--- src/rtl/wd_macros.svh ---
// ~~~~~~~~~~~~~~~~~~~~~~~~~~~~~~~~~~~~~~~~~~~~~~~~~~
// Watchdog constants
// Counter sizing, power-on preset, kick address, sync depth
// ~~~~~~~~~~~~~~~~~~~~~~~~~~~~~~~~~~~~~~~~~~~~~~~~~~
`ifndef WD_MACROS_SVH
`define WD_MACROS_SVH

// Frame counter width
// Top bit gives 8 frames released then 8 frames held
`define WD_WIDTH 4

// Loaded while power-on reset is held
// Top bit set so the reset line goes low straight away
`define WD_PRESET 8

// Required value of address bits 21..17 for $300001
// A21 and A20 set, A19..A17 clear
// A16 has no pin on the decoder so it never appears here
`define WD_KICK_HI 5'b11000

// Depth of the power-on reset release chain
// Must be at least 2
`define WD_SYNC_STAGES 2

`endif

--- src/rtl/wdPkg.sv ---
// ~~~~~~~~~~~~~~~~~~~~~~~~~~~~~~~~~~~~~~~~~~~~~~~~~~
// Watchdog shared types
// Bus address fields and counter value
// ~~~~~~~~~~~~~~~~~~~~~~~~~~~~~~~~~~~~~~~~~~~~~~~~~~
`default_nettype none

package wdPkg;

	`include "wd_macros.svh"

	// Upper address field A21..A17
	// Compared against WD_KICK_HI
	typedef logic [21:17] addrHi_t;

	// Lower address field A12..A1
	// All zero for a kick
	// A15..A13 are not wired to the decoder at all
	typedef logic [12:1] addrLo_t;

	// Watchdog frame counter
	typedef logic [`WD_WIDTH-1:0] wdCount_t;

endpackage

`default_nettype wire

--- src/rtl/watchdogCounter.sv ---
// ~~~~~~~~~~~~~~~~~~~~~~~~~~~~~~~~~~~~~~~~~~~~~~~~~~
// Watchdog frame counter
// Kick clear, power-on preset, open-collector reset line
// ~~~~~~~~~~~~~~~~~~~~~~~~~~~~~~~~~~~~~~~~~~~~~~~~~~
`timescale 1ns/10ps
`default_nettype none

`include "wd_macros.svh"

module watchdogCounter
(
	// Frame-rate clock
	input wire WDCLK,
	// Asynchronous clear
	input wire WDKICK,
	// One-cycle pulse from the decoder
	input wire kick,
	// Power-on reset held or synchronizing
	input wire rstHold,
	// CPU executing RESET, drives the line low
	input wire cpuResetDrive,
	// Counter value, reached only through bind
	output wdPkg::wdCount_t count,
	// System reset line, active low
	output logic nReset
);

	// Top bit of the counter
	logic wdHigh;
	// Watchdog side of the wired-AND, low when pulling down
	logic wdRelease;
	// CPU side of the wired-AND
	logic cpuRelease;

	// Priority is WDKICK, then power-on preset, then kick
	// Free-running otherwise, wraps modulo 16
	always_ff @(posedge WDCLK or posedge WDKICK)
	begin
		if (WDKICK)
			count <= '0;
		else if (rstHold)
			count <= wdPkg::wdCount_t'(`WD_PRESET);
		else if (kick)
			count <= '0;
		else
			count <= count + 1'b1;
	end

	assign wdHigh = count[`WD_WIDTH-1];

	// Counter top bit pulls the line low for 8 of every 16 frames
	// rstHold covers the part cycle before the preset lands
	// From the next edge on the preset top bit gives the same result
	assign wdRelease = ~wdHigh & ~rstHold;

	// RESET instruction drive is a separate open-collector source
	assign cpuRelease = ~cpuResetDrive;

	// Either driver low pulls the shared line low
	// Pull-up and rise time are not modelled
	assign nReset = wdRelease & cpuRelease;

endmodule

`default_nettype wire

--- config.mk ---
export PLATFORM = sky130hd
export DESIGN_NAME = watchdogCounter
export DESIGN_NICKNAME = d
export VERILOG_FILES = /design/src/rtl/wdPkg.sv /design/src/rtl/watchdogCounter.sv
export VERILOG_INCLUDE_DIRS = /design/src /design/src/rtl
export SDC_FILE = /design/constraint.sdc
export NUM_CORES = 1
export LEC_CHECK = 0
export ABC_AREA = 1
export BUFFER_PORTS_ARGS = -buffer_cell sky130_fd_sc_hd__buf_2
export CAP_MARGIN = 5
export CORE_AREA = 2 2 39 41
export CTS_BUF_LIST = sky130_fd_sc_hd__clkbuf_2
export CTS_CLUSTER_DIAMETER = 200
export DETAILED_ROUTE_END_ITERATION = 12
export DIE_AREA = 0 0 41 43
export HOLD_SLACK_MARGIN = 0.08
export MAX_ROUTING_LAYER = met4
export PLACE_DENSITY = 0.33
export SLEW_MARGIN = 15
export SYNTH_ARGS = -nofsm -noshare
export SYNTH_HDL_FRONTEND = slang
export SYNTH_SLANG_ARGS = --single-unit
--- constraint.sdc ---
create_clock -name WDCLK -period 0.99 [get_ports WDCLK]
set_clock_uncertainty 0.1 [all_clocks]
set_input_delay 0.099 -clock WDCLK [delete_from_list [all_inputs] [get_ports WDCLK]]
set_output_delay 0.099 -clock WDCLK [all_outputs]
set_load 0.01 [all_outputs]
==> metrics.csv <==
stage;metric;value;unit
run_status;result of the run;finished with violations;
run_status;failing checks;negative setup slack;
sta;final worst path period need;1.05;ns
synth;cell type with the highest aggregate area in the netlist;dfrtp_1;
clock_network;Clk Latency, worst-skew pair;0.22;ns
clock_network;clock buffer depth;2;
sta;RSZ-0062 raised after global routing;yes;
synth;sequential element share of the synthesized area;53.3;%
routing;total vias in the final route;209;
sta;setup slack of the critical path after layout;-0.0561;ns
sta;hold violation total from the final report;0;
floorplanning;die extent in y;43;µm
placed_design;final weighted congestion of routability-driven global placement;0.625;
clock_network;root buf cell;clkbuf_2;
critical_path;Worst R2R Path Depth;3;
sta;pin slew with the least headroom to its limit;0.192;ns
cells_and_area;registers with the most flip-flops;count x4;
grt;first-pass GRT wire length;841;µm
routing;initial detailed-routing violation count;5;
min_path;worst hold path class;in -> async;
floorplanning;top-level port count;10;
cells_and_area;most frequent standard cell in the layout excluding fill and tap cells;buf_2;
clock_network;TritonCTS clock tree;yes;
floorplanning;effective utilization at floorplan;13.6;%
critical_path;Worst Setup Start Kind;flip-flop;
grt;antenna violations before repair;0;
cells_and_area;proportion of layout cells with a drive suffix above 1;59.0;%
floorplanning;Die Wd;41;µm
power_and_ir_drop;PD cells;1160;nW/µm²
floorplanning;Row Count;14;
synth;combined area of all synthesized cells;188;µm²
run;Max Cap Viol;0;
cells_and_area;top library cells by usage in the layout, fill and taps aside;buf_2, inv_1, clkbuf_2, dfrtp_1, buf_4;
routing;via/cell ratio;3.80;
synth;Synth Area per Inst;9.38;µm²
cells_and_area;number of flip-flops in the largest register;4;
critical_path;launch point of the critical path;count[3]$_DFF_PP0_;
clock_network;clock transition time at the flip-flop clock pins of the worst setup and hold paths;0.06;ns
synth;Yosys reg bits;4;
synth;fraction of post-synthesis cell area in the top cell type by area;53.3;%
routing;total routed wirelength;472;µm
placed_design;cell count after placement;45;
cells_and_area;multi-input logic area;103;µm²
cells_and_area;post-layout instance count excluding filler cells;55;
cells_and_area;Total Nets Final;46;
power_and_ir_drop;worst vdd ir;0.000360;V
critical_path;critical path class;reg -> out;
floorplanning;core outline area;1380;µm²
sta;highest clock rate;956;MHz
power_and_ir_drop;Power, Total;432;µW
sta;number of setup violations in the final report;5;
clock_network;Num CTS Buffers;3;
grt;GR Util All Layers;8.16;%
synth;count of different cell masters after synthesis;10;
critical_path;reg2reg start;count[0]$_DFF_PP0_;
routing;DR DRC count;0;
cells_and_area;fill count;157;
grt;pin count of the biggest net entering global routing;5;
placed_design;Buffers on Ports;9;
sta;worst rel slew slack;87.2;%
routing;First-pass DRT Iterations;3;
critical_path;worst-case register-to-register setup slack;-0.03;ns
critical_path;endpoint required time on the critical path;0.79;ns
synth;number of instances in the synthesized netlist;20;
synth;net count of the mapped netlist;26;
sta;max-slew violation total from the final report;0;
sta;Final period util;106;%
grt;leftover overflow at the end of global routing;0;
critical_path;Worst EP arrival;0.85;ns
critical_path;category of the worst setup path capture point;output port;
synth;YS warnings;0;
cells_and_area;sequential cell area;101;µm²
critical_path;reg2reg end;count[1]$_DFF_PP0_;
synth;top cells by area in the synthesized netlist;dfrtp_1, inv_1, ha_1, nand2_1, nand3_1;
sta;Hold WS;0.203;ns
cells_and_area;layout-stage area growth over the synthesis result;98.0;%
cells_and_area;Reg with most FFs;count;
clock_network;H-tree levels;1;
critical_path;Worst Path Max Fanout;3;
cells_and_area;antenna cells;0;
floorplanning;Die Area;1760;µm²
grt;via count of the first global-routing pass;191;
clock_network;sinks on the clock net;4;
routing;Antenna Violating Nets Remaining;0;
routing;average wire per standard cell;8.58;µm
power_and_ir_drop;total leakage power;0.197;nW
==> cells in the mapped netlist (all sizes together) <==
| cell | number |
|---|---|
| nor3 | 3 |
| nand3 | 2 |
| inv | 4 |
| xnor2 | 1 |
| nand4 | 1 |
| nor2 | 1 |
| nand2 | 3 |
| ha | 1 |
| dfrtp | 4 |
==> per-layer routing <==
| metal | vias to the layer above | part of all wire [%] | GRT usage (%) |
|---|---|---|---|
| li1 | 102 | - | - |
| met1 | 100 | 43 | 8.47 |
| met2 | 7 | 47 | 9.06 |
| met3 | 0 | 9.7 | 6.28 |
| met4 | 0 | 0 | 8.00 |
| met5 | - | 0 | - |
==> per-stage QoR <==
| step | util [%] | TNS [ns] | worst slack, ns | instance area, µm² |
|---|---|---|---|---|
| 2_1_floorplan | - | -0.0426 | -0.0426 | 209 |
| 3_3_place_gp | 19.8 | -0.0433 | -0.0433 | 274 |
| 3_5_place_dp | 19.8 | -0.0471 | -0.0322 | 274 |
| 4_1_cts | 25.6 | -0.284 | -0.0762 | 354 |
| 5_1_grt | 26.9 | -0.576 | -0.113 | 372 |
| 6_report | 26.9 | -0.148 | -0.0561 | 372 |
==> repair_timing <==
| item | CTS | global route |
|---|---|---|
| resized for setup | 3 | 3 |
| hold buffers | 3 | 0 |
| setup buffers | 2 | 1 |
| pin swaps | 5 | 1 |
| endpoints found under the setup margin | 6 | 9 |
| cloned | 0 | 0 |
| hold endpoints to repair | 8 | 0 |
==> where the power goes <==
| part | switching (mW) | leakage, nW | internal, mW | total [mW] |
|---|---|---|---|---|
| registers | 0.00836 | 0.0502 | 0.171 | 0.179 |
| logic | 0.0319 | 0.130 | 0.0417 | 0.0736 |
| clock network | 0.0719 | 0.0166 | 0.107 | 0.178 |
==> how the worst max path moves through the flow <==
stage	slack, ns	cells after the start	endpoint
finish	-0.06	2	count[3]
global route	-0.11	2	nReset
CTS	-0.08	2	nReset
detailed placement	-0.03	3	count[2]$_DFF_PP0_
global placement	-0.04	3	count[2]$_DFF_PP0_
floorplan	-0.04	3	count[2]$_DFF_PP0_
==> layout make-up <==
cell class	instances	area share (%)
clock buffers	4	5.39
flip-flops and latches	4	27.3
well taps	16	5.39
multi-input cells	12	27.6
repair buffers	15	30.3
inverters	4	4.04
==> critical path: stages (launching register included) <==
cell     delay, ns
dfrtp_1       0.38
buf_4         0.15
buf_6         0.11
==> cell families after synthesis <==
family	synth area share, %
buffers and inverters	8.00
DFF	53.3
and+or+nand+nor	27.3
adders and majority gates	6.67
xor gates and xnor gates	4.67
No activity file was read; power rests on OpenSTA's default activity.
