===== src/rtl/wd_macros.svh =====
// ~~~~~~~~~~~~~~~~~~~~~~~~~~~~~~~~~~~~~~~~~~~~~~~~~~
// Watchdog constants
// Counter sizing, power-on preset, kick address, sync depth
// ~~~~~~~~~~~~~~~~~~~~~~~~~~~~~~~~~~~~~~~~~~~~~~~~~~
`ifndef WD_MACROS_SVH
`define WD_MACROS_SVH

// Frame counter width
// Top bit gives 8 frames released then 8 frames held
`define WD_WIDTH 4

// Loaded while power-on reset is held
// Top bit set so the reset line goes low straight away
`define WD_PRESET 8

// Required value of address bits 21..17 for $300001
// A21 and A20 set, A19..A17 clear
// A16 has no pin on the decoder so it never appears here
`define WD_KICK_HI 5'b11000

// Depth of the power-on reset release chain
// Must be at least 2
`define WD_SYNC_STAGES 2

`endif


===== src/rtl/wdPkg.sv =====
// ~~~~~~~~~~~~~~~~~~~~~~~~~~~~~~~~~~~~~~~~~~~~~~~~~~
// Watchdog shared types
// Bus address fields and counter value
// ~~~~~~~~~~~~~~~~~~~~~~~~~~~~~~~~~~~~~~~~~~~~~~~~~~
`default_nettype none

package wdPkg;

	`include "wd_macros.svh"

	// Upper address field A21..A17
	// Compared against WD_KICK_HI
	typedef logic [21:17] addrHi_t;

	// Lower address field A12..A1
	// All zero for a kick
	// A15..A13 are not wired to the decoder at all
	typedef logic [12:1] addrLo_t;

	// Watchdog frame counter
	typedef logic [`WD_WIDTH-1:0] wdCount_t;

endpackage

`default_nettype wire


===== src/rtl/kickDecoder.sv =====
// ~~~~~~~~~~~~~~~~~~~~~~~~~~~~~~~~~~~~~~~~~~~~~~~~~~
// Watchdog kick decoder
// 68k byte write to $300001 becomes a one-cycle kick
// ~~~~~~~~~~~~~~~~~~~~~~~~~~~~~~~~~~~~~~~~~~~~~~~~~~
`timescale 1ns/10ps
`default_nettype none

`include "wd_macros.svh"

module kickDecoder
(
	// Frame-rate clock
	input wire WDCLK,
	// Asynchronous clear, same meaning as a hardware kick
	input wire WDKICK,
	// Lower data strobe, active low
	input wire nLds,
	// High for read, low for write
	input wire rw,
	// Top address lines, both must be low
	input wire a23,
	input wire a22,
	// Address fields seen by the decoder
	input wire wdPkg::addrHi_t addrHi,
	input wire wdPkg::addrLo_t addrLo,
	// Power-on reset still held or synchronizing
	input wire rstHold,
	// One-cycle kick pulse
	output logic kick
);

	// Decode terms
	logic strobeOk;
	logic regionOk;
	logic hiOk;
	logic loOk;
	logic match;
	// Match was already present on the previous edge
	logic accessSeen;

	// Byte write on the lower lane only
	// An upper-strobe write or any read is ignored
	assign strobeOk = ~nLds & ~rw;

	// A23 and A22 low selects the lower 4 MB region
	assign regionOk = ~a23 & ~a22;

	// A21..A17 must read 11000
	// No A16 input on this chip, so $310001 aliases onto $300001
	// The real board mirrors the register across that bit
	assign hiOk = (addrHi == `WD_KICK_HI);

	// A12..A1 all clear, with A0 implied by the lower strobe
	assign loOk = (addrLo == '0);

	// Writes are locked out while power-on reset is in force
	assign match = strobeOk & regionOk & hiOk & loOk & ~rstHold;

	// Remember the match so a long bus cycle kicks once
	always_ff @(posedge WDCLK or posedge WDKICK)
	begin
		if (WDKICK)
			accessSeen <= 1'b0;
		else
			accessSeen <= match;
	end

	// First sampled cycle of a matching access only
	// Counter sees this at the same edge the match is sampled
	assign kick = match & ~accessSeen;

endmodule

`default_nettype wire


===== config.mk =====
export PLATFORM = sky130hd
export DESIGN_NAME = kickDecoder
export DESIGN_NICKNAME = d
export VERILOG_FILES = /design/src/rtl/wdPkg.sv /design/src/rtl/kickDecoder.sv
export VERILOG_INCLUDE_DIRS = /design/src /design/src/rtl
export SDC_FILE = /design/constraint.sdc
export NUM_CORES = 1
export LEC_CHECK = 0
export BUFFER_PORTS_ARGS = -buffer_cell sky130_fd_sc_hd__buf_2
export CAP_MARGIN = 10
export CORE_AREA = 2 2 39 41
export CTS_CLUSTER_DIAMETER = 50
export DETAILED_ROUTE_END_ITERATION = 8
export DIE_AREA = 0 0 41 43
export SLEW_MARGIN = 30
export SYNTH_ARGS = -nofsm -noshare
export SYNTH_HDL_FRONTEND = slang
export SYNTH_SLANG_ARGS = --single-unit

===== constraint.sdc =====
create_clock -name WDCLK -period 0.98 [get_ports WDCLK]
set_input_delay 0.196 -clock WDCLK [delete_from_list [all_inputs] [get_ports WDCLK]]
set_output_delay 0.196 -clock WDCLK [all_outputs]
set_load 0.01 [all_outputs]

==> results of run 1 <==
-- Yosys cell counts --
cell type	instances	area [um2]
sky130_fd_sc_hd__nor4_1	3	18.8
sky130_fd_sc_hd__nor2_1	2	7.51
sky130_fd_sc_hd__dfrtp_1	1	25.0
sky130_fd_sc_hd__inv_1	1	3.75
sky130_fd_sc_hd__nand2_1	1	3.75
sky130_fd_sc_hd__nand4_1	1	6.26
sky130_fd_sc_hd__nor3_2	1	10.0
sky130_fd_sc_hd__nor4b_1	1	8.76
sky130_fd_sc_hd__nor4b_2	1	15.0
-- metal layers --
metal,up-vias,GRT usage (%),wire length (um)
met5,-,0,0
met4,0,0,0
met3,0,0,98
met2,24,11.6,272
met1,78,3.82,150
li1,98,-,-
-- layout by cell type (no fill, tap or decap) --
master and instances:
sky130_fd_sc_hd__nor2_1 1, sky130_fd_sc_hd__nand2_1 1, sky130_fd_sc_hd__nor4b_2 1, sky130_fd_sc_hd__nand4_1 1
sky130_fd_sc_hd__inv_1 1, sky130_fd_sc_hd__dfrtp_1 1, sky130_fd_sc_hd__nor2_2 1, sky130_fd_sc_hd__buf_6 6
sky130_fd_sc_hd__nor3_2 1, sky130_fd_sc_hd__nor4_2 1, sky130_fd_sc_hd__buf_4 1, sky130_fd_sc_hd__nor4_4 2
sky130_fd_sc_hd__nor4b_4 1, sky130_fd_sc_hd__buf_2 18
-- metrics by stage --
stage | util, % | worst slack, ns | cells | area [um2]
final | 24.4 | -0.213 | 53 | 338
after global routing | 24.4 | -0.308 | 53 | 338
after CTS | 23.8 | -0.229 | 53 | 329
after detailed placement | 18.7 | -0.298 | 53 | 259
after global placement | 18.7 | -0.254 | 53 | 259
after floorplan | - | 0.00174 | 12 | 111
-- layout make-up --
cell class / instances / area share, %
repair buffers: 25 / 48.9
multi-input cells: 10 / 36.7
flip-flops and latches: 1 / 7.41
well taps: 16 / 5.93
inverters: 1 / 1.11
-- logic make-up after synthesis --
group	synth area share, %
simple gates	70.9
flops	25.3
buf+inv	3.79
-- repair_timing --
action,4_1_cts,5_1_grt
resized for setup,10,2
endpoints found under the setup margin,2,2
pin swaps,2,1
gates cloned,0,0
-- power by group through the flow --
stage               sequential (W)  combinational [W]  clock, W
floorplan                0.0000420         0.00000877         0
global placement         0.0000420          0.0000555         0
detailed placement       0.0000420          0.0000572         0
CTS                      0.0000420          0.0000861         0
global route             0.0000420          0.0000961         0
finish                   0.0000420          0.0000889         0
-- how the worst max path moves through the flow --
stage	start	end	slack [ns]	depth (start not counted)
after detailed placement	rw	kick	-0.30	5
final	rw	kick	-0.21	5
after global placement	rw	kick	-0.25	5
after CTS	addrLo[2]	kick	-0.23	5
after global routing	rw	kick	-0.31	5
after floorplan	rw	kick	0.002	3
==> insert_results.sql, run 1 <==
INSERT INTO impl_metrics (metric_group, metric, value, unit) VALUES
('finish', 'register_area', '25.0', 'um2'),
('global_route', 'first_global_vias', '206', ''),
('critical_path', 'cp.buffers_inverters', '2', ''),
('timing', 'worst_pin_slew', '0.202', 'ns'),
('timing', 'rsz0062_at_grt', 'true', ''),
('detailed_routing', 'detailedRoute.firstPassIterationCount', '2', ''),
('power_and_ir_drop', 'p_comb_share', '67.9', '%'),
('critical_path', 'critPathTopFamily', 'simple AND/OR/NAND/NOR gates', ''),
('power_and_ir_drop', 'total_power', '0.000131', 'W'),
('global_route', 'grt_first_pass_wirelength', '621', 'um'),
('critical_path', 'worstPathCellList', 'buf_6 > nor4_4 > nand4_1 > nor3_2 > buf_2', ''),
('floorplan', 'rows', '14', ''),
('critical_path', 'nature_of_the_critical_path_endpoint', 'primary output', ''),
('floorplan', 'floorplan.io_pins', '25', ''),
('finish', 'num-nets-final', '63', ''),
('timing', 'max_freq', '0.838', 'GHz'),
('timing', 'fin_hold_ws', '0.0353', 'ns'),
('floorplan', 'start_util', '7.14', '%'),
('clock_network', 'cts_post_setup_buffers_inserted', '0', ''),
('finish', 'fillerInstances', '155', ''),
('timing', 'final_max_slew_viol_count', '0', ''),
('critical_path', 'timing.critical_path.arrival', '1.00', 'ns'),
('finish', 'multi_input_gate_area', '124', 'um2'),
('timing', 'finalHoldViolations', '0', ''),
('power_and_ir_drop', 'switching_power', '0.0000310', 'W'),
('logic_synthesis', 'average_cell_area_after_synthesis', '8.24', 'um2'),
('critical_path', 'crit_path_largest_cell_delay', '0.26', 'ns'),
('detailed_routing', 'finalWirelength', '521', 'um'),
('timing', 'setup_violations', '2', ''),
('critical_path', 'critPathRequiredTime', '0.78', 'ns'),
('critical_path', 'timing.critical_path.from_type', 'primary input', ''),
('critical_path', 'critical_path_class', 'primary input to primary output', ''),
('placed_design', 'io_buffers', '24', ''),
('placed_design', 'dp_hpwl', '387', 'um'),
('detailed_routing', 'avgRoutedWirePerCell', '9.83', 'um'),
('logic_synthesis', 'syn-cell-area', '98.8', 'um2'),
('detailed_routing', 'vias', '200', ''),
('logic_synthesis', 'synth_fp_nets', '36', ''),
('timing', 'worst_slew_margin_rel', '86.4', '%'),
('timing', 'final_period_demand_of_the_worst_path', '1.19', 'ns'),
('timing', 'fin_tns_setup', '-0.277', 'ns'),
('power_and_ir_drop', 'power.switching_fraction', '23.6', '%'),
('detailed_routing', 'antenna_violating_nets_post_route', '0', ''),
('timing', 'postLayoutSetupSlackWorst', '-0.213', 'ns'),
('critical_path', 'critPathSlowestCell', 'sky130_fd_sc_hd__nor4_4', ''),
('power_and_ir_drop', 'max-vdd-ir-drop', '0.197', 'mV'),
('finish', 'largest-register', 'accessSeen', ''),
('logic_synthesis', 'syn_inst', '12', ''),
('finish', 'largest_register_ffs', '1', ''),
('floorplan', 'floorplan.core_area', '1380', 'um2'),
('status', 'status', 'complete, but fails checks', ''),
('power_and_ir_drop', 'power.share.sequential', '32.1', '%'),
('power_and_ir_drop', 'clockPowerShare', '0', '%'),
('floorplan', 'chipWidth', '41', 'um'),
('clock_network', 'path_clk_slew', '0', 'ns'),
('placed_design', 'gp_routability_congestion', '0.618', ''),
('finish', 'post_route_cells_drive_above_1_share', '86.5', '%'),
('critical_path', 'worstPathMaxFanout', '2', ''),
('detailed_routing', 'vias_per_cell', '3.77', ''),
('logic_synthesis', 'synth-seq-cells', '1', ''),
('detailed_routing', 'dr.first_iter.drc_count', '1', ''),
('global_route', 'largest_net_degree_at_the_start_of_global_routing', '3', ''),
('finish', 'diodes_inserted', '0', ''),
('flow_run', 'max-cap-violations', '0', ''),
('global_route', 'gr-usage-all-layers', '4.90', '%'),
('global_route', 'globalRoute.totalOverflow', '0', ''),
('logic_synthesis', 'ys_seq_area_share', '25.3', '%'),
('power_and_ir_drop', 'cellInternalPower', '0.000100', 'W'),
('floorplan', 'die_height', '43', 'um'),
('clock_network', 'holdBufCountCts', '0', ''),
('finish', 'syn_to_final_growth', '242', '%'),
('logic_synthesis', 'ys_types', '9', ''),
('global_route', 'number_of_antenna_violations_at_the_first_check_in_global_routing', '0', ''),
('finish', 'reg.largest.list', 'accessSeen (1)', ''),
('detailed_routing', 'route.detailed.drc', '0', ''),
('floorplan', 'die_area', '1760', 'um2'),
('hold_path', 'hold_class', 'primary input to async pin', ''),
('logic_synthesis', 'yosysWarnings', '0', ''),
('timing', 'layout_worst_path_cycle_share', '122', '%'),
('status', 'failing_checks', 'setup timing', ''),
('power_and_ir_drop', 'power_density', '388', 'nW/um2'),
('power_and_ir_drop', 'static-leakage-power', '0.151', 'nW');
No activity file was read; power rests on OpenSTA's default activity.
==> run 2: changes to the inputs <==
PLACE_DENSITY = 0.36   (was unset)
clock period = 1.27 ns   (was 0.98 ns; I/O delays follow)
==> run 2 against run 1 <==
Effect of this change:
- the run still ends with setup timing left
- final cell count increased by 3.8%
- total power decreased by 34%
- sequential power decreased by 23%
- combinational power decreased by 40%
- setup slack improved by 0.17 ns
- sequential share of layout area increased by 0.82 points
- cell area decreased by 10%
- wire length increased by 11%
- critical path depth unchanged
- core utilization decreased by 2.4 points
- via count unchanged
- critical endpoint unchanged
- largest cell class unchanged
==> insert_results.sql, run 2 (synthesis results as in run 1) <==
INSERT INTO impl_metrics (metric_group, metric, value, unit) VALUES
('clock_network', 'path_clk_slew', '0', 'ns'),
('timing', 'fin_hold_ws', '0.0931', 'ns'),
('detailed_routing', 'antenna_violating_nets_post_route', '0', ''),
('finish', 'syn_to_final_growth', '208', '%'),
('timing', 'finalHoldViolations', '0', ''),
('finish', 'largest-register', 'accessSeen', ''),
('floorplan', 'floorplan.core_area', '1380', 'um2'),
('power_and_ir_drop', 'power.share.sequential', '37.7', '%'),
('timing', 'worst_pin_slew', '0.221', 'ns'),
('power_and_ir_drop', 'clockPowerShare', '0', '%'),
('power_and_ir_drop', 'max-vdd-ir-drop', '0.114', 'mV'),
('power_and_ir_drop', 'static-leakage-power', '0.143', 'nW'),
('floorplan', 'floorplan.io_pins', '25', ''),
('floorplan', 'chipWidth', '41', 'um'),
('timing', 'final_max_slew_viol_count', '0', ''),
('status', 'failing_checks', 'setup timing', ''),
('global_route', 'gr-usage-all-layers', '6.41', '%'),
('critical_path', 'worstPathMaxFanout', '2', ''),
('timing', 'setup_violations', '1', ''),
('detailed_routing', 'm1WireLength', '276', 'um'),
('status', 'status', 'complete, but fails checks', ''),
('detailed_routing', 'vias', '200', ''),
('power_and_ir_drop', 'power_density', '283', 'nW/um2'),
('global_route', 'globalRoute.totalOverflow', '0', ''),
('power_and_ir_drop', 'switching_power', '0.0000190', 'W'),
('global_route', 'first_global_vias', '166', ''),
('critical_path', 'timing.critical_path.arrival', '1.06', 'ns'),
('floorplan', 'die_height', '43', 'um'),
('detailed_routing', 'dr.first_iter.drc_count', '0', ''),
('power_and_ir_drop', 'power.switching_fraction', '22.1', '%'),
('finish', 'largest_register_ffs', '1', ''),
('detailed_routing', 'detailedRoute.firstPassIterationCount', '1', ''),
('finish', 'most_common_cell_after_layout_fill_and_taps_aside', 'sky130_fd_sc_hd__buf_2', ''),
('global_route', 'number_of_antenna_violations_at_the_first_check_in_global_routing', '0', ''),
('floorplan', 'start_util', '7.14', '%'),
('power_and_ir_drop', 'p_comb_share', '62.3', '%'),
('global_route', 'grt_first_pass_wirelength', '765', 'um'),
('flow_run', 'max-cap-violations', '0', ''),
('finish', 'num-nets-final', '65', ''),
('hold_path', 'hold_class', 'primary input to async pin', ''),
('timing', 'max_freq', '0.760', 'GHz'),
('timing', 'fin_tns_setup', '-0.0453', 'ns'),
('placed_design', 'gp_routability_congestion', '0.675', ''),
('critical_path', 'nature_of_the_critical_path_endpoint', 'primary output', ''),
('detailed_routing', 'wl_met3', '182', 'um'),
('finish', 'post_route_cells_drive_above_1_share', '84.6', '%'),
('detailed_routing', 'route.detailed.drc', '0', ''),
('clock_network', 'holdBufCountCts', '0', ''),
('critical_path', 'timing.critical_path.from_type', 'primary input', ''),
('detailed_routing', 'wl_met2', '118', 'um'),
('detailed_routing', 'avgRoutedWirePerCell', '10.5', 'um'),
('detailed_routing', 'finalWirelength', '577', 'um'),
('finish', 'layout.cells.most_common_list', 'sky130_fd_sc_hd__buf_2 (22), sky130_fd_sc_hd__buf_4 (3), sky130_fd_sc_hd__nor4b_2 (2), sky130_fd_sc_hd__buf_6 (2)', ''),
('power_and_ir_drop', 'cellInternalPower', '0.0000671', 'W'),
('detailed_routing', 'vias_per_cell', '3.64', ''),
('timing', 'final_period_demand_of_the_worst_path', '1.32', 'ns'),
('timing', 'postLayoutSetupSlackWorst', '-0.0453', 'ns'),
('timing', 'worst_slew_margin_rel', '85.1', '%'),
('finish', 'fillerInstances', '156', ''),
('critical_path', 'critPathRequiredTime', '1.02', 'ns'),
('timing', 'rsz0062_at_grt', 'true', ''),
('finish', 'diodes_inserted', '0', ''),
('finish', 'reg.largest.list', 'accessSeen (1)', ''),
('detailed_routing', 'topRoutingLayerUsed', 'met3', ''),
('timing', 'layout_worst_path_cycle_share', '104', '%'),
('floorplan', 'rows', '14', ''),
('global_route', 'largest_net_degree_at_the_start_of_global_routing', '3', ''),
('placed_design', 'io_buffers', '24', ''),
('critical_path', 'critical_path_class', 'primary input to primary output', ''),
('floorplan', 'die_area', '1760', 'um2');
## run 2: cell type report
class                           count  area [um2]  area share, %
Sequential cell                     1        25.0           8.23
Inverter                            1        3.75           1.23
Tap cell                           16        20.0           6.58
Timing Repair Buffer               27         155           51.0
Multi-Input combinational cell     10         100           32.9
## run 2: worst max-delay path, stage by stage
cell,delay [ns]
sky130_fd_sc_hd__buf_2,0.09
sky130_fd_sc_hd__nor4_1,0.26
sky130_fd_sc_hd__nand4_1,0.18
sky130_fd_sc_hd__nor3_2,0.13
sky130_fd_sc_hd__buf_2,0.15
## run 2: routing by layer
layer,up-vias,GRT usage (%)
met5,-,0
met4,0,0
met3,0,5.76
met2,25,4.69
met1,73,12.1
li1,102,-
## run 2: repair_timing
item                                    in CTS  in global routing
gates resized for setup                      5                  2
endpoints found under the setup margin       1                  1
pin swaps                                    1                  1
buffers inserted                             1                  1
## run 2: power by group through the flow
stage	clock network, W	logic (W)	registers, W
floorplan	0	0.00000580	0.0000324
global placement	0	0.0000413	0.0000324
detailed placement	0	0.0000422	0.0000324
CTS	0	0.0000524	0.0000324
global route	0	0.0000587	0.0000324
finish	0	0.0000537	0.0000324
## run 2: how the worst max path moves through the flow
stage / start / to / slack (ns) / cells past startpoint
final: rw / kick / -0.05 / 5
after global routing: addrLo[2] / kick / -0.14 / 5
after CTS: addrLo[8] / kick / -0.06 / 5
after detailed placement: addrLo[2] / kick / -0.15 / 5
after global placement: addrLo[2] / kick / -0.13 / 5
after floorplan: addrLo[6] / kick / 0.16 / 3
## run 2: metrics by stage
step | setup slack (ns) | area, um2 | instances | power, W | util [%]
2_1_floorplan | 0.162 | 98.8 | 12 | 0.0000382 | -
3_3_place_gp | -0.135 | 246 | 53 | 0.0000738 | 17.8
3_5_place_dp | -0.154 | 246 | 53 | 0.0000746 | 17.8
4_1_cts | -0.0580 | 288 | 54 | 0.0000848 | 20.8
5_1_grt | -0.140 | 304 | 55 | 0.0000912 | 22.0
6_report | -0.0453 | 304 | 55 | 0.0000861 | 22.0
